$ cat src/verilog/fifo_pkg.sv
package fifo_pkg;

    // ------------------------------------------------------------------------
    // Buffer sizing
    // ------------------------------------------------------------------------

    // Default number of entries in the sample FIFO
    localparam int DEFAULT_DEPTH = 8;

    // Count width for an FWFT FIFO
    // Must hold DEPTH plus one for the word sitting in the output register
    function automatic int cnt_wid(input int depth);
        int wid;
        wid = $clog2(depth + 2);
        return wid;
    endfunction

endpackage : fifo_pkg

$ cat src/verilog/stream_pkg.sv
package stream_pkg;

    // ------------------------------------------------------------------------
    // Stream payload
    // ------------------------------------------------------------------------

    // Raw sample value
    typedef logic [15:0] sample_data_t;

    // Frame number, wraps after 255
    typedef logic [7:0] frame_id_t;

    // Word stored in the FIFO
    typedef struct packed {
        sample_data_t data;
        frame_id_t    frame;
        logic         last;
    } sample_t;

    // Per-frame sum, modulo 2**24
    typedef logic [23:0] frame_sum_t;

endpackage : stream_pkg

$ cat src/verilog/fifo_ram_sdp.sv
`timescale 1ns/1ps

module fifo_ram_sdp #(
    parameter type DATA_T = logic [15:0],
    parameter int DEPTH = fifo_pkg::DEFAULT_DEPTH,
    localparam int ADDR_WID = $clog2(DEPTH)
) (
    input  logic                rd_clk,
    input  logic                wr_en,
    input  logic [ADDR_WID-1:0] wr_addr,
    input  DATA_T               wr_data,
    input  logic                rd_en,
    input  logic [ADDR_WID-1:0] rd_addr,
    output DATA_T               rd_data
);

    // Storage array
    DATA_T mem [DEPTH];

    // Write port
    always_ff @(posedge rd_clk) begin
        if (wr_en) begin
            mem[wr_addr] <= wr_data;
        end
    end

    // Registered read port
    // rd_data holds its value between reads, the FWFT output relies on this
    always_ff @(posedge rd_clk) begin
        if (rd_en) begin
            rd_data <= mem[rd_addr];
        end
    end

endmodule : fifo_ram_sdp

$ cat src/verilog/fifo_core.sv
`timescale 1ns/1ps

module fifo_core #(
    parameter type DATA_T = logic [15:0],
    parameter int DEPTH = fifo_pkg::DEFAULT_DEPTH
) (
    input  logic                                 rd_clk,
    input  logic                                 local_rd_srst,
    input  logic                                 wr,
    input  DATA_T                                wr_data,
    output logic                                 wr_full,
    output logic                                 wr_oflow,
    input  logic                                 rd,
    output DATA_T                                rd_data,
    output logic                                 rd_empty,
    output logic [fifo_pkg::cnt_wid(DEPTH)-1:0]  rd_count,
    output logic                                 rd_uflow
);

    import fifo_pkg::*;

    localparam int PTR_WID = $clog2(DEPTH);
    localparam int CNT_WID = cnt_wid(DEPTH);

    logic               wr_safe;
    logic               mem_rd;
    logic [PTR_WID-1:0] wr_ptr;
    logic [PTR_WID-1:0] rd_ptr;
    // Words held in the RAM, not counting the prefetched one
    logic [CNT_WID-1:0] mem_count;

    // ------------------------------------------------------------------------
    // Storage
    // ------------------------------------------------------------------------
    fifo_ram_sdp #(
        .DATA_T ( DATA_T ),
        .DEPTH  ( DEPTH )
    ) fifo_ram_sdp_inst (
        .rd_clk  ( rd_clk ),
        .wr_en   ( wr_safe ),
        .wr_addr ( wr_ptr ),
        .wr_data ( wr_data ),
        .rd_en   ( mem_rd ),
        .rd_addr ( rd_ptr ),
        .rd_data ( rd_data )
    );

    // ------------------------------------------------------------------------
    // Pointer and count control
    // ------------------------------------------------------------------------
    assign wr_full  = (rd_count >= CNT_WID'(DEPTH));
    assign wr_safe  = wr && !wr_full;
    assign wr_oflow = wr && wr_full;

    // Prefetch whenever the output register is free or being popped
    assign mem_rd = (mem_count != '0) && (rd_empty || rd);

    always_ff @(posedge rd_clk) begin
        if (local_rd_srst) begin
            wr_ptr <= '0;
        end else if (wr_safe) begin
            wr_ptr <= (wr_ptr == PTR_WID'(DEPTH - 1)) ? '0 : wr_ptr + 1'b1;
        end
    end

    always_ff @(posedge rd_clk) begin
        if (local_rd_srst) begin
            rd_ptr <= '0;
        end else if (mem_rd) begin
            rd_ptr <= (rd_ptr == PTR_WID'(DEPTH - 1)) ? '0 : rd_ptr + 1'b1;
        end
    end

    always_ff @(posedge rd_clk) begin
        if (local_rd_srst) begin
            mem_count <= '0;
        end else begin
            case ({wr_safe, mem_rd})
                2'b10:   mem_count <= mem_count + 1'b1;
                2'b01:   mem_count <= mem_count - 1'b1;
                default: mem_count <= mem_count;
            endcase
        end
    end

    // ------------------------------------------------------------------------
    // FWFT output state
    // ------------------------------------------------------------------------
    // Empty tracks the output register, not the RAM
    always_ff @(posedge rd_clk) begin
        if (local_rd_srst) begin
            rd_empty <= 1'b1;
        end else if (mem_rd) begin
            rd_empty <= 1'b0;
        end else if (rd) begin
            rd_empty <= 1'b1;
        end
    end

    assign rd_count = mem_count + CNT_WID'(!rd_empty);
    assign rd_uflow = rd && rd_empty;

    // Credits upstream and the empty check downstream keep these quiet
    a_no_oflow: assert property (@(posedge rd_clk) disable iff (local_rd_srst) !wr_oflow)
        else $error("fifo_core: write while full");
    a_no_uflow: assert property (@(posedge rd_clk) disable iff (local_rd_srst) !rd_uflow)
        else $error("fifo_core: read while empty");
    a_count_max: assert property (@(posedge rd_clk) disable iff (local_rd_srst)
        rd_count <= CNT_WID'(DEPTH))
        else $error("fifo_core: count above depth");

endmodule : fifo_core

$ cat src/verilog/sample_producer.sv
`timescale 1ns/1ps

module sample_producer #(
    parameter int DEPTH = fifo_pkg::DEFAULT_DEPTH
) (
    input  logic                     rd_clk,
    input  logic                     local_rd_srst,
    input  logic                     in_valid,
    input  stream_pkg::sample_data_t in_data,
    input  logic                     in_last,
    output logic                     in_ready,
    input  logic                     credit_return,
    output logic                     wr,
    output stream_pkg::sample_t      wr_data
);

    import fifo_pkg::*;
    import stream_pkg::*;

    localparam int CNT_WID = cnt_wid(DEPTH);

    logic [CNT_WID-1:0] credits;
    frame_id_t          frame_num;
    logic               accept;

    assign in_ready = (credits != '0);
    assign accept   = in_valid && in_ready;

    // ------------------------------------------------------------------------
    // Credit counter
    // ------------------------------------------------------------------------
    always_ff @(posedge rd_clk) begin
        if (local_rd_srst) begin
            credits <= CNT_WID'(DEPTH);
        end else begin
            case ({accept, credit_return})
                2'b10:   credits <= credits - 1'b1;
                2'b01:   credits <= credits + 1'b1;
                default: credits <= credits;
            endcase
        end
    end

    // Frame number advances after the last sample of a frame
    always_ff @(posedge rd_clk) begin
        if (local_rd_srst) begin
            frame_num <= '0;
        end else if (accept && in_last) begin
            frame_num <= frame_num + 1'b1;
        end
    end

    // ------------------------------------------------------------------------
    // Registered FIFO write
    // ------------------------------------------------------------------------
    always_ff @(posedge rd_clk) begin
        if (local_rd_srst) begin
            wr <= 1'b0;
        end else begin
            wr <= accept;
        end
    end

    always_ff @(posedge rd_clk) begin
        if (accept) begin
            wr_data.data  <= in_data;
            wr_data.frame <= frame_num;
            wr_data.last  <= in_last;
        end
    end

    // Consumer returns one credit per pop only
    a_credit_max: assert property (@(posedge rd_clk) disable iff (local_rd_srst)
        credits <= CNT_WID'(DEPTH))
        else $error("sample_producer: credits above depth");

endmodule : sample_producer

$ cat src/verilog/sample_consumer.sv
`timescale 1ns/1ps

module sample_consumer (
    input  logic                     rd_clk,
    input  logic                     local_rd_srst,
    input  logic                     rd_empty,
    input  stream_pkg::sample_t      rd_data,
    output logic                     rd,
    output logic                     credit_return,
    output logic                     out_valid,
    input  logic                     out_ready,
    output stream_pkg::sample_data_t out_data,
    output stream_pkg::frame_id_t    out_frame,
    output logic                     out_last,
    output logic                     frame_valid,
    output stream_pkg::frame_sum_t   frame_sum,
    output stream_pkg::frame_id_t    frame_id
);

    import stream_pkg::*;

    sample_t    out_reg;
    frame_sum_t run_sum;
    logic       xfer;

    // ------------------------------------------------------------------------
    // FIFO pop into the output register
    // ------------------------------------------------------------------------
    assign xfer = out_valid && out_ready;
    assign rd   = !rd_empty && (!out_valid || out_ready);

    always_ff @(posedge rd_clk) begin
        if (local_rd_srst) begin
            out_valid     <= 1'b0;
            credit_return <= 1'b0;
        end else begin
            credit_return <= rd;
            if (rd) begin
                out_valid <= 1'b1;
            end else if (out_ready) begin
                out_valid <= 1'b0;
            end
        end
    end

    always_ff @(posedge rd_clk) begin
        if (rd) begin
            out_reg <= rd_data;
        end
    end

    assign out_data  = out_reg.data;
    assign out_frame = out_reg.frame;
    assign out_last  = out_reg.last;

    // ------------------------------------------------------------------------
    // Per-frame sum
    // ------------------------------------------------------------------------
    // Sum including the sample on the output now
    assign frame_sum   = run_sum + frame_sum_t'(out_reg.data);
    assign frame_id    = out_reg.frame;
    assign frame_valid = xfer && out_reg.last;

    always_ff @(posedge rd_clk) begin
        if (local_rd_srst) begin
            run_sum <= '0;
        end else if (xfer) begin
            run_sum <= out_reg.last ? '0 : frame_sum;
        end
    end

    a_rd_not_empty: assert property (@(posedge rd_clk) disable iff (local_rd_srst)
        rd |-> !rd_empty)
        else $error("sample_consumer: pop from empty FIFO");

endmodule : sample_consumer

$ cat src/verilog/stream_top.sv
`timescale 1ns/1ps

module stream_top #(
    parameter int DEPTH = fifo_pkg::DEFAULT_DEPTH
) (
    input  logic                     rd_clk,
    input  logic                     local_rd_srst,
    input  logic                     in_valid,
    input  stream_pkg::sample_data_t in_data,
    input  logic                     in_last,
    output logic                     in_ready,
    output logic                     out_valid,
    input  logic                     out_ready,
    output stream_pkg::sample_data_t out_data,
    output stream_pkg::frame_id_t    out_frame,
    output logic                     out_last,
    output logic                     frame_valid,
    output stream_pkg::frame_sum_t   frame_sum,
    output stream_pkg::frame_id_t    frame_id
);

    import stream_pkg::*;

    logic    wr;
    sample_t wr_data;
    logic    credit_return;
    logic    rd;
    sample_t rd_data;
    logic    rd_empty;

    sample_producer #(
        .DEPTH ( DEPTH )
    ) sample_producer_inst (
        .rd_clk        ( rd_clk ),
        .local_rd_srst ( local_rd_srst ),
        .in_valid      ( in_valid ),
        .in_data       ( in_data ),
        .in_last       ( in_last ),
        .in_ready      ( in_ready ),
        .credit_return ( credit_return ),
        .wr            ( wr ),
        .wr_data       ( wr_data )
    );

    // Status outputs are left open, credits keep the FIFO in range
    fifo_core #(
        .DATA_T ( sample_t ),
        .DEPTH  ( DEPTH )
    ) fifo_core_inst (
        .rd_clk        ( rd_clk ),
        .local_rd_srst ( local_rd_srst ),
        .wr            ( wr ),
        .wr_data       ( wr_data ),
        .wr_full       ( ),
        .wr_oflow      ( ),
        .rd            ( rd ),
        .rd_data       ( rd_data ),
        .rd_empty      ( rd_empty ),
        .rd_count      ( ),
        .rd_uflow      ( )
    );

    sample_consumer sample_consumer_inst (
        .rd_clk        ( rd_clk ),
        .local_rd_srst ( local_rd_srst ),
        .rd_empty      ( rd_empty ),
        .rd_data       ( rd_data ),
        .rd            ( rd ),
        .credit_return ( credit_return ),
        .out_valid     ( out_valid ),
        .out_ready     ( out_ready ),
        .out_data      ( out_data ),
        .out_frame     ( out_frame ),
        .out_last      ( out_last ),
        .frame_valid   ( frame_valid ),
        .frame_sum     ( frame_sum ),
        .frame_id      ( frame_id )
    );

endmodule : stream_top

$ cat config.mk
export PLATFORM = sky130hd
export DESIGN_NAME = stream_top
export DESIGN_NICKNAME = d
export VERILOG_FILES = /design/src/verilog/fifo_pkg.sv /design/src/verilog/stream_pkg.sv /design/src/verilog/fifo_ram_sdp.sv /design/src/verilog/fifo_core.sv /design/src/verilog/sample_producer.sv /design/src/verilog/sample_consumer.sv /design/src/verilog/stream_top.sv
export SDC_FILE = /design/constraint.sdc
export NUM_CORES = 1
export LEC_CHECK = 0
export BUFFER_PORTS_ARGS = -buffer_cell sky130_fd_sc_hd__buf_2
export CORE_MARGIN = 4
export CORE_UTILIZATION = 55
export CTS_BUF_LIST = sky130_fd_sc_hd__clkbuf_2 sky130_fd_sc_hd__clkbuf_4 sky130_fd_sc_hd__clkbuf_8
export CTS_CLUSTER_DIAMETER = 150
export DETAILED_ROUTE_END_ITERATION = 10
export PLACE_DENSITY = 0.82
export SYNTH_ARGS = -nofsm -noshare
export SYNTH_HDL_FRONTEND = slang
export SYNTH_SLANG_ARGS = --single-unit
$ cat constraint.sdc
create_clock -name rd_clk -period 4.3 [get_ports rd_clk]
set_clock_uncertainty 0.05 [all_clocks]
set_input_delay 0.215 -clock rd_clk [delete_from_list [all_inputs] [get_ports rd_clk]]
set_output_delay 0.215 -clock rd_clk [all_outputs]
set_load 0.02 [all_outputs]
* Yosys cells after proc, flatten, opt, wreduce, memory -nomap -nowiden
Memory sizes are Yosys's and may differ from the RTL's. A register that Yosys moved wholly into a read port is not among the register bits. Cells that the tools add are included.
Operators by class: $add $sub $neg 9, magnitude comparators 1, equal/unequal tests 6, multiplexer cells 11, reductions and logical operators 18
Operator list (count):
- $add A24 B16 Y24 | 1
- $mux W24 | 1
- $pmux W4 S2 | 2
- $add A4 B1 Y4 const B | 2
- $add A8 B1 Y8 const B | 1
- $reduce_bool A2 Y1 | 4
- $reduce_bool A4 Y1 | 2
- $sub A4 B1 Y4 const B | 2
- $logic_and A1 B1 Y1 | 7
- $add A3 B1 Y3 const B | 2
- $eq A3 B3 Y1 const B | 2
- $mux W1 | 6
- $mux W3 | 2
- $add A4 B1 Y4 | 1
- $eq A2 B1 Y1 const B | 2
- $eq A2 B2 Y1 const B | 2
- $ge A4 B4 Y1 const B | 1
- $logic_not A1 Y1 | 3
- $logic_or A1 B1 Y1 | 2
Word-level totals: register bits 100, bits in writable memories 200, output and inout bits 60, word-level logic and storage cells 62, memories 1
Memories:
- fifo_core_inst.fifo_ram_sdp_inst.mem | depth 8, width 25, read ports 1, clocked after Yosys merged registers in 1, wr ports 1, RTL line fifo_ram_sdp.sv:18 | DATA_T mem [DEPTH];

* Logic depth before layout (Yosys ltp)
Gate-level depths: netlist (run 1).
depth in word-level cells 7, mapped depth 12, depth with buffers taken out 12

* Hierarchy
A second synthesis (run 1) with hierarchy kept.
Second synthesis, totals: cell total of the unflattened synthesis 771, area total of the unflattened synthesis 13354.1 sq um
Modules (own cells, without submodules):
- fifo_ram_sdp | instances 1, cells each 328, area each 8511.9 sq um
- sample_consumer | instances 1, cells each 272, area each 2770.2 sq um
- sample_producer | instances 1, cells each 96, area each 1412.6 sq um
- fifo_core | instances 1, cells each 75, area each 659.4 sq um

* Worst setup path after synthesis (run 1)
OpenSTA, ideal clock, no wires.
path type register to register, start register fifo_core_inst.rd_empty, end memory fifo_core_inst.fifo_ram_sdp_inst.mem[4][0] in the netlist's numbering, enable pin, arrival 3800 ps, data required time 3771 ps, path slack -30 ps, cell stages (with the launch flop) 7, buffers on the path 0, clock period less this slack 4330 ps, cell sequence dfxtp_1 -> inv_1 -> ha_1 -> nand3_1 -> xor2_1 -> nand2_1 -> nor4b_1
Between the ends: cells in the longest elaborated chain, start to end 7
Ends and longest elaborated chain:
- start: declaration | RTL line fifo_core.sv:15 | output logic rd_empty,
- start signal: assignment | RTL line fifo_core.sv:92 | rd_empty <= 1'b1;
- start signal: assignment | RTL line fifo_core.sv:94 | rd_empty <= 1'b0;
- start signal: assignment | RTL line fifo_core.sv:96 | rd_empty <= 1'b1;
- $logic_not A1 Y1 | RTL line fifo_core.sv:100 | assign rd_count = mem_count + CNT_WID'(!rd_empty);
- $add A4 B1 Y4 | RTL line fifo_core.sv:100
- $ge A4 B4 Y1 | RTL line fifo_core.sv:51 | assign wr_full = (rd_count >= CNT_WID'(DEPTH));
- $logic_not A1 Y1 | RTL line fifo_core.sv:52 | assign wr_safe = wr && !wr_full;
- $logic_and A1 B1 Y1 | RTL line fifo_core.sv:52
- $mux W1 | RTL line fifo_ram_sdp.sv:22 | if (wr_en) begin
- $mux W1 (implied by the code) | RTL line fifo_ram_sdp.sv:23 | mem[wr_addr] <= wr_data;
- end: declaration | RTL line fifo_ram_sdp.sv:18
Every way passes these cells.

* Worst setup path in the final report (run 1)
start register sample_consumer_inst.out_reg (netlist bit sample_consumer_inst.out_data[2]), end output port frame_sum[19]
Between the ends: cells in the longest elaborated chain, start to end 1
Ends and longest elaborated chain:
- start: declaration | RTL line sample_consumer.sv:22 | sample_t out_reg;
- start signal: assignment | RTL line sample_consumer.sv:48 | out_reg <= rd_data;
- $add A24 B16 Y24 | RTL line sample_consumer.sv:60 | assign frame_sum = run_sum + frame_sum_t'(out_reg.data);
- end: declaration | RTL line stream_top.sv:18 | output stream_pkg::frame_sum_t frame_sum,
Every way passes these cells.

==> flow_summary.yaml, run 1 <==
critical_path:
  cpPeakStageDelay_ns: 0.46
  rr_worst_depth: 12
  arrival_ns: 2.98
  cp_max_fo: 7
  crit_type: "reg -> out"
  worstPathRequired_ns: 4.03
  reg2reg_setup_slack_ns: 1.43
  crit_chain: "ha_1 > a21oi_1 > a2111oi_4 > nor2_4 > o211ai_2 > nand3_1 > xnor2_1 > buf_2"
  start_kind: "flop"
  slowest_stage: "a2111oi_4"
  r2r_start: "fifo_core_inst.rd_empty$_SDFFE_PP1P_"
  crit_family: "compound AO/OA/AOI/OAI gates"
  crit_buf_inv: 1
  cp-end-kind: "output pin"
  r2r_end: "fifo_core_inst.mem_count[2]$_SDFFE_PP0P_"
detailed_routing:
  drt_iter0_markers: 826
  vias_per_cell: 5.78
  postRouteAntennaNets: 0
  vias: 7311
  routed_wirelength_um: 25800
  post_drt_wl_per_cell_um: 20.4
  drtPass1Iterations: 6
  drc: 0
worst_hold_path:
  hold_start: "local_rd_srst"
  hold_depth: 3
  hold_end: "fifo_core_inst.rd_empty$_SDFFE_PP1P_"
  hold_class: "in -> reg"
clocking:
  clk_path_buf_depth: 3
  clock_latency_ns: 0.57
  cts.clk_slew.worst_paths_ns: 0.06
  h-tree-depth: 2
  cts_sinks: 325
  cts-buffers-inserted: 50
  cts_setup_buffers: 0
  tritoncts: "built"
  cts_root_buf: "clkbuf_8"
synthesis:
  yosys-top-cells-area: "edfxtp_1, mux4_2, dfxtp_1, ha_1, mux2_2"
  seq_area_frac_synth_pct: 69.8
  synth_top_cell_by_area: "edfxtp_1"
  syn_area_um2: 13300
  yosysUniqueCellTypes: 77
  yosysWarningCount: 0
  synth_edf_count: 275
  synth.top_cell.area_share_pct: 62.3
  synth_ff_type: "edfxtp_1"
  async_flop_share_pct: 0
  syn_nets: 836
  avgSynthCellArea_um2: 16.9
  synth_common_cells: "edfxtp_1, dfxtp_1, mux4_2, nor2_1, nand2_1"
  synth-seq-cells: 325
  netlist_instances: 785
  synth_most_common_cell: "edfxtp_1"
floorplan:
  row_count: 56
  fp.dieH_um: 163
  start_util_pct: 56.2
  coreArea_um2: 23600
  ios: 81
  die-area_um2: 26700
  fp.dieW_um: 163
place:
  port_buffers: 80
  hpwl_um: 15500
  gp_congestion: 0.895
grt:
  antenna_found_initial: 0
  overflow: 0
  grt_pass1_vias: 7355
  grt.total_usage_pct: 19.8
  grt_max_degree: 54
  grt_pass1_wl_um: 40900
layout:
  regArea_um2: 9270
  drive_gt1_share_pct: 29.4
  n_antenna_cell: 0
  area_growth_pct: 14.9
  final_util_pct: 64.5
  fillers: 1608
  multiInputGateArea_um2: 3810
  final_nets: 957
sta:
  finalSetupTns_ns: 0
  slew_headroom_pct: 30.0
  fin_crit_ns: 3.24
  rsz0062_at_grt: "false"
  period_share_pct: 75.4
  finalHoldViolations: 0
  slew_violations: 0
  timing.fmax_ghz: 0.308
  setup_violations: 0
  tightest_slew_ns: 1.05
job:
  maxCapViolCount: 0
power:
  peakVddDrop_mv: 0.294
  p_per_area_nw_per_um2: 600
  p_leak_nw: 5.28
run_status:
  status: "complete, no violations"
## worst max-delay path by stage
stage / start / end / cells after the start
6_report: sample_consumer_inst.out_data[2]$_DFFE_PP_ / frame_sum[19] / 8
5_1_grt: sample_consumer_inst.out_data[2]$_DFFE_PP_ / frame_sum[19] / 8
4_1_cts: sample_consumer_inst.out_data[0]$_DFFE_PP_ / frame_sum[22] / 10
3_5_place_dp: fifo_core_inst.rd_empty$_SDFFE_PP1P_ / fifo_core_inst.mem_count[2]$_SDFFE_PP0P_ / 12
3_3_place_gp: fifo_core_inst.rd_empty$_SDFFE_PP1P_ / fifo_core_inst.mem_count[2]$_SDFFE_PP0P_ / 12
2_1_floorplan: fifo_core_inst.rd_empty$_SDFFE_PP1P_ / fifo_core_inst.fifo_ram_sdp_inst.mem[0][0]$_DFFE_PP_ / 6
## registers in the layout (all words and copies together) (netlist names)
name                                      flops
fifo_core_inst.mem_count                      4
sample_consumer_inst.out_last                 1
fifo_core_inst.rd_empty                       1
sample_consumer_inst.frame_id                 8
fifo_core_inst.fifo_ram_sdp_inst.rd_data     25
fifo_core_inst.rd_ptr                         3
sample_consumer_inst.credit_return            1
sample_producer_inst.wr_data                 25
sample_producer_inst.credits                  4
sample_consumer_inst.out_valid                1
fifo_core_inst.fifo_ram_sdp_inst.mem        200
sample_producer_inst.wr                       1
sample_consumer_inst.run_sum                 24
sample_producer_inst.frame_num                8
sample_consumer_inst.out_data                16
fifo_core_inst.wr_ptr                         3
## stage by stage
stage          hold slack [ns]  instance area, um2  power (mW)  std cells  worst slack, ns
2_1_floorplan            0.264               13300        6.04        785            0.226
4_1_cts                 0.0153               15200        9.25       1265             1.03
3_5_place_dp             0.345               14000        6.70       1154             1.45
3_3_place_gp             0.341               14000        6.63       1154             1.51
5_1_grt                 0.0451               15200        9.64       1265            0.798
6_report                0.0399               15200        9.15       1265             1.06
## where the power goes
group / internal, mW / total [mW] / switching [mW]
clock network: 1.39 / 2.52 / 1.13
registers: 4.02 / 4.49 / 0.463
logic: 0.992 / 2.14 / 1.15
## worst register-to-register path, cell delays in order, from the launching register on
cell,delay [ns]
dfxtp_1,0.39
inv_1,0.11
ha_1,0.18
nand3_1,0.10
xor2_1,0.19
nand2_1,0.34
ha_1,0.41
xor2_1,0.17
ha_1,0.19
a21oi_1,0.14
xor2_1,0.09
or3_1,0.31
a21oi_1,0.14
## cell usage in the layout, fill, tap and decap left out, drive strengths merged, types with 4 or more instances in the layout
cell and count:
buf 92, or4 4, mux2 25, inv 18
clkbuf 67, or2 4, a22oi 6, o21ai 12
nor3 10, nand4 9, mux4 50, clkinv 21
o211ai 5, edfxtp 275, a31oi 7, nand2 32
a21oi 28, nor3b 4, dfxtp 50, nand3 17
nor4b 4, xor2 17, or3 5, and3 4
mux2i 7, nor2 51, ha 28, dlygate4sd3 19
xnor2 15, a21o 9
## area by class of cell
class | instances | area share (%)
Clock inverter | 25 | 1.16
Inverter | 17 | 0.419
Multi-Input combinational cell | 401 | 25.0
Timing Repair Buffer | 111 | 4.55
Tap cell | 319 | 2.62
Clock buffer | 67 | 5.48
Sequential cell | 325 | 60.8
## cells by family (layout without fill, tap and decap cells)
family                     Yosys count  in the layout  synth area share, %
DFF                                325            325                 69.8
and+or+nand+nor                    158            158                 6.24
AOI/OAI and AO/OA                   99             99                 5.70
muxes                               82             82                 11.1
buffers and inverters               59            220                 2.03
xor gates and xnor gates            32             32                 2.11
adders and majority gates           30             30                 2.94
## routing by layer
layer | GRT usage [%] | wire length [um] | vias up | share of wire, %
li1 | - | - | 3345 | -
met1 | 27.0 | 10700 | 3622 | 42
met2 | 33.0 | 12700 | 286 | 49
met3 | 3.66 | 1750 | 58 | 6.8
met4 | 6.06 | 626 | 0 | 2.4
met5 | 0 | 0 | - | 0
## timing repair
action                                 in CTS  in global routing
resized for setup                           0                  0
hold buffers                               19                  0
endpoints found under the hold margin      20                  0
Note: power is estimated with default switching activity, not from simulation.
==> inputs of run 2 (changes only) <==
- PLACE_DENSITY: 0.82 -> 0.79
- clock period: 4.3 -> 3.1 ns (I/O delays scaled with it)
==> run 2 against run 1 <==
Routed wire length increased by 2.3%. Setup slack got worse by 1.0 ns. Core utilization increased by 1.3 points. Combinational power increased by 55%. First-iteration DRC count decreased by 2.7%. Clock power increased by 38%. Critical path depth unchanged. Critical path type unchanged. Largest power group unchanged.
==> flow_summary.yaml, run 2 (synthesized netlist as in run 1, its figures left out) <==
place:
  port_buffers: 80
  place_area_um2: 14100
  gp_congestion: 0.890
  preCtsSetupSlack_ns: 0.548
  hpwl_um: 15900
critical_path:
  reg2reg_setup_slack_ns: 0.57
  r2r_start: "fifo_core_inst.rd_empty$_SDFFE_PP1P_"
  crit_chain: "ha_1 > nand2_1 > a2111oi_4 > nor2_4 > o221ai_4 > nand3_1 > xnor2_1 > buf_4"
  cp-end-kind: "output pin"
  r2r_end: "fifo_core_inst.mem_count[2]$_SDFFE_PP0P_"
  worstPathRequired_ns: 2.89
  crit_family: "compound AO/OA/AOI/OAI gates"
  start_kind: "flop"
  slowest_stage: "a2111oi_4"
  arrival_ns: 2.84
  cp_max_fo: 6
  rr_worst_depth: 12
  cpPeakStageDelay_ns: 0.43
  crit_type: "reg -> out"
  crit_buf_inv: 1
sta:
  slew_headroom_pct: 45.8
  fin_crit_ns: 3.04
  slew_violations: 0
  period_share_pct: 98.2
  setup_violations: 0
  finalHoldViolations: 0
  fin_ws_ns: 0.0562
  rsz0062_at_grt: "true"
  fin_hold_ws_ns: 0.132
  tightest_slew_ns: 0.813
  finalSetupTns_ns: 0
  timing.fmax_ghz: 0.329
clocking:
  cts_root_buf: "clkbuf_8"
  clock_latency_ns: 0.56
  h-tree-depth: 2
  tritoncts: "built"
  cts.clk_slew.worst_paths_ns: 0.06
  clk_path_buf_depth: 3
  cts_sinks: 325
  cts-buffers-inserted: 50
grt:
  met1_usage_pct: 26.5
  gr-max-usage-layer: "met2"
  overflow: 0
  grtUsageMet2_pct: 33.8
  grt_max_degree: 42
  grt.total_usage_pct: 20.0
  grtUsageMet3_pct: 3.66
  antenna_found_initial: 0
  grt_pass1_vias: 7522
  grt_pass1_wl_um: 41000
floorplan:
  start_util_pct: 56.2
  coreArea_um2: 23600
  fp.dieW_um: 163
  ios: 81
  fp.dieH_um: 163
  row_count: 56
  die-area_um2: 26700
detailed_routing:
  drc: 0
  post_drt_wl_per_cell_um: 20.5
  vias_per_cell: 5.69
  drtPass1Iterations: 7
  drt_iter0_markers: 804
  routed_wirelength_um: 26400
  postRouteAntennaNets: 0
  vias: 7307
layout:
  n_antenna_cell: 0
  area_growth_pct: 17.2
  layout_commonest_cell: "edfxtp_1"
  reg_top3: "fifo_core_inst.fifo_ram_sdp_inst.mem: 200 flops, fifo_core_inst.fifo_ram_sdp_inst.rd_data: 25 flops, sample_producer_inst.wr_data: 25 flops"
  fin_area_um2: 15500
  top_register: "fifo_core_inst.fifo_ram_sdp_inst.mem"
  fillers: 1591
  final_nets: 976
  final_cell_mix: "edfxtp_1, buf_2, clkbuf_8"
  largest_reg_flops: 200
  drive_gt1_share_pct: 33.5
run_status:
  status: "complete, no violations"
worst_hold_path:
  hold_depth: 2
  hold_start: "local_rd_srst"
  hold_class: "in -> reg"
  hold_end: "fifo_core_inst.mem_count[3]$_SDFFE_PP0P_"
power:
  p_per_area_nw_per_um2: 827
  peakVddDrop_mv: 0.391
  p_leak_nw: 5.39
job:
  maxCapViolCount: 0
run 2: changes by cell type in the layout (fill, tap and decap cells not counted), sizes merged:
cell and change:
clkbuf +9, bufinv -2, clkinvlp -1, inv +1, clkinv -7, buf +19
run 2: worst max path at each step:
stage / start / end / slack [ns] / cells after the start
3_5_place_dp: sample_consumer_inst.out_data[2]$_DFFE_PP_ / frame_sum[19] / 0.55 / 8
4_1_cts: sample_consumer_inst.out_data[2]$_DFFE_PP_ / frame_sum[19] / -0.03 / 8
2_1_floorplan: fifo_core_inst.rd_empty$_SDFFE_PP1P_ / fifo_core_inst.fifo_ram_sdp_inst.mem[6][0]$_DFFE_PP_ / -0.34 / 6
3_3_place_gp: sample_consumer_inst.out_data[0]$_DFFE_PP_ / frame_sum[22] / 0.63 / 10
6_report: sample_consumer_inst.out_data[3]$_DFFE_PP_ / frame_sum[21] / 0.06 / 8
5_1_grt: sample_consumer_inst.out_data[1]$_DFFE_PP_ / frame_sum[22] / -0.09 / 10
run 2: per-stage QoR:
step | cells | util [%] | total power [mW]
3_3_place_gp | 1165 | 59.9 | 9.27
5_1_grt | 1284 | 65.8 | 13.5
4_1_cts | 1277 | 65.1 | 12.9
6_report | 1284 | 65.8 | 12.9
3_5_place_dp | 1165 | 59.9 | 9.38
2_1_floorplan | 785 | - | 8.37
run 2: timing repair:
action                                 CTS  global route
gates resized for setup                  4            23
buffers inserted                         1             7
setup endpoints to repair                4            13
endpoints found under the hold margin   21             0
hold buffers                            19             0
pin swaps                                2            11
run 2: power breakdown:
| group | total (mW) | internal [mW] | leakage [nW] | switching (mW) |
|---|---|---|---|---|
| Sequential | 6.07 | 5.58 | 2.94 | 0.486 |
| Clock | 3.47 | 1.91 | 0.546 | 1.56 |
| Combinational | 3.32 | 1.50 | 1.90 | 1.82 |
run 2: per-layer routing:
metal / vias to the layer above / share of wire, %
li1: 3372 / -
met1: 3636 / 41
met2: 245 / 50
met3: 54 / 6.0
met4: 0 / 2.5
met5: - / 0
run 2: final cells by class:
type                       count  area [um2]  area share, %
timing repair buffer         130         868           5.59
sequential                   325        9260           59.6
clock buffer                  76         921           5.93
inverter                      17        63.8          0.411
multi-input combinational    401        3940           25.4
tap                          319         399           2.57
clock inverter                16        82.6          0.531
run 2: worst reg2reg max path, stage by stage, from the launching register on:
cell and delay, ns:
dfxtp_1 0.40, inv_1 0.12, ha_1 0.20, nand3_1 0.10, xor2_1 0.20, nand2_1 0.11
ha_1 0.27, xor2_1 0.16, ha_1 0.18, a21oi_1 0.14, xor2_1 0.09, or3_1 0.31
a21oi_1 0.14
==> inputs of run 3 (changes only) <==
- REMOVE_ABC_BUFFERS: not set -> 1
- TNS_END_PERCENT: not set -> 100
==> run 3 against run 2 <==
Critical path type unchanged. Worst hold slack improved by 0.10 ns. Total power decreased by 0.74%. Highest routed layer unchanged. Cell count is 0.93% lower.
==> flow_summary.yaml, run 3 (synthesized netlist as in run 1, its figures left out) <==
run_status:
  status: "complete, no violations"
critical_path:
  r2r_end: "sample_producer_inst.credits[3]$_SDFFE_PP1P_"
  start_kind: "flop"
  crit_chain: "ha_1 > nand3_1 > or2_1 > or2_1 > o221ai_4 > nand3_1 > xnor2_1 > buf_2"
  cpPeakStageDelay_ns: 0.43
  worstPathRequired_ns: 2.89
  cp-end-kind: "output pin"
  slowest_stage: "edfxtp_1"
  crit_type: "reg -> out"
  rr_worst_depth: 10
  reg2reg_setup_slack_ns: 0.55
  arrival_ns: 2.80
  r2r_start: "sample_producer_inst.credits[0]$_SDFFE_PP0P_"
  cp_max_fo: 7
clocking:
  tritoncts: "built"
  cts_sinks: 325
  clk_path_buf_depth: 3
  h-tree-depth: 2
  cts_root_buf: "clkbuf_8"
  clock_latency_ns: 0.57
  cts.clk_slew.worst_paths_ns: 0.06
  cts-buffers-inserted: 48
grt:
  antenna_found_initial: 0
  grtUsageMet3_pct: 2.62
  grt.total_usage_pct: 19.5
  met1_usage_pct: 27.2
  grtUsageMet2_pct: 32.9
  overflow: 0
  grt_pass1_wl_um: 40000
  grt_pass1_vias: 7154
  gr-max-usage-layer: "met2"
  grt_max_degree: 41
detailed_routing:
  drt_iter0_markers: 705
  post_drt_wl_per_cell_um: 20.4
  routed_wirelength_um: 25900
  postRouteAntennaNets: 0
  drtPass1Iterations: 5
  vias: 7314
  drc: 0
  vias_per_cell: 5.75
sta:
  fin_crit_ns: 3.00
  fin_ws_ns: 0.0954
  slew_violations: 0
  slew_headroom_pct: 58.8
  finalHoldViolations: 0
  tightest_slew_ns: 0.612
  timing.fmax_ghz: 0.333
  rsz0062_at_grt: "true"
  period_share_pct: 96.9
  fin_hold_ws_ns: 0.237
  setup_violations: 0
layout:
  final_nets: 968
  final_cell_mix: "edfxtp_1, buf_2, mux4_2"
  top_register: "fifo_core_inst.fifo_ram_sdp_inst.mem"
  drive_gt1_share_pct: 30.8
  n_antenna_cell: 0
  reg_top3: "fifo_core_inst.fifo_ram_sdp_inst.mem: 200 flops, fifo_core_inst.fifo_ram_sdp_inst.rd_data: 25 flops, sample_producer_inst.wr_data: 25 flops"
  area_growth_pct: 15.9
  layout_commonest_cell: "edfxtp_1"
  stdcell_count: 1272
  largest_reg_flops: 200
  fin_area_um2: 15400
floorplan:
  coreArea_um2: 23600
  fp.dieW_um: 163
  row_count: 56
  ios: 81
  die-area_um2: 26700
  fp.dieH_um: 163
  start_util_pct: 56.2
place:
  hpwl_um: 15600
  gp_congestion: 0.895
  place_area_um2: 14100
  port_buffers: 80
  dp.cells: 1163
  preCtsSetupSlack_ns: 0.579
worst_hold_path:
  hold_depth: 2
  hold_class: "in -> reg"
  hold_end: "sample_producer_inst.wr_data[9]$_DFFE_PP_"
  hold_start: "in_data[0]"
power:
  p_per_area_nw_per_um2: 830
  peakVddDrop_mv: 0.591
  p_leak_nw: 5.33
job:
  maxCapViolCount: 0
run 3: stage by stage:
step	utilization [%]	power (mW)	setup TNS, ns
6_report	65.1	12.8	0
5_1_grt	65.1	13.4	-0.0786
4_1_cts	64.7	12.8	0
3_5_place_dp	59.7	9.38	0
3_3_place_gp	59.7	9.27	0
2_1_floorplan	-	8.31	-120.10
run 3: worst max-delay path by stage:
stage | from | slack [ns] | cells after the start | to
floorplan | fifo_core_inst.rd_empty$_SDFFE_PP1P_ | -1.23 | 6 | fifo_core_inst.fifo_ram_sdp_inst.mem[4][0]$_DFFE_PP_
global placement | sample_producer_inst.credits[0]$_SDFFE_PP0P_ | 0.61 | 10 | sample_producer_inst.credits[3]$_SDFFE_PP1P_
detailed placement | sample_consumer_inst.out_data[0]$_DFFE_PP_ | 0.58 | 10 | frame_sum[22]
CTS | sample_consumer_inst.out_data[2]$_DFFE_PP_ | 0.009 | 8 | frame_sum[21]
global route | sample_consumer_inst.out_data[11]$_DFFE_PP_ | -0.07 | 8 | frame_sum[21]
finish | sample_consumer_inst.out_data[11]$_DFFE_PP_ | 0.1 | 8 | frame_sum[21]
run 3: worst max-delay path: cells and delay by family (launching register included):
family	cells	cell delay, ns
AO/OA/AOI/OAI	1	0.26
XOR/XNOR	1	0.15
adder cells (fa/ha/maj)	1	0.43
buffers and inverters	1	0.17
flip-flops	1	0.43
AND/OR/NAND/NOR	4	0.80
run 3: where the power goes:
group	leakage, nW	internal (mW)	switching (mW)
sequential	2.94	5.58	0.452
combinational	1.88	1.47	1.84
clock	0.501	1.84	1.58
run 3: per-layer routing:
metal | up-vias | part of all wire (%)
li1 | 3351 | -
met1 | 3691 | 43
met2 | 233 | 50
met3 | 39 | 5.4
met4 | 0 | 1.6
met5 | - | 0
run 3: cell type report:
class	count	area [um2]
sequential	325	9260
fill	1627	8240
multi-input combinational	401	3880
timing repair buffer	124	808
clock buffer	58	736
tap	319	399
clock inverter	28	223
inverter	17	63.8
run 3: what timing repair did:
item,in CTS,in global routing
hold buffers,20,0
endpoints found under the setup margin,4,10
buffers inserted,0,3
resized for setup,3,14
pin swaps,1,6
endpoints found under the hold margin,26,0
cloned,0,0
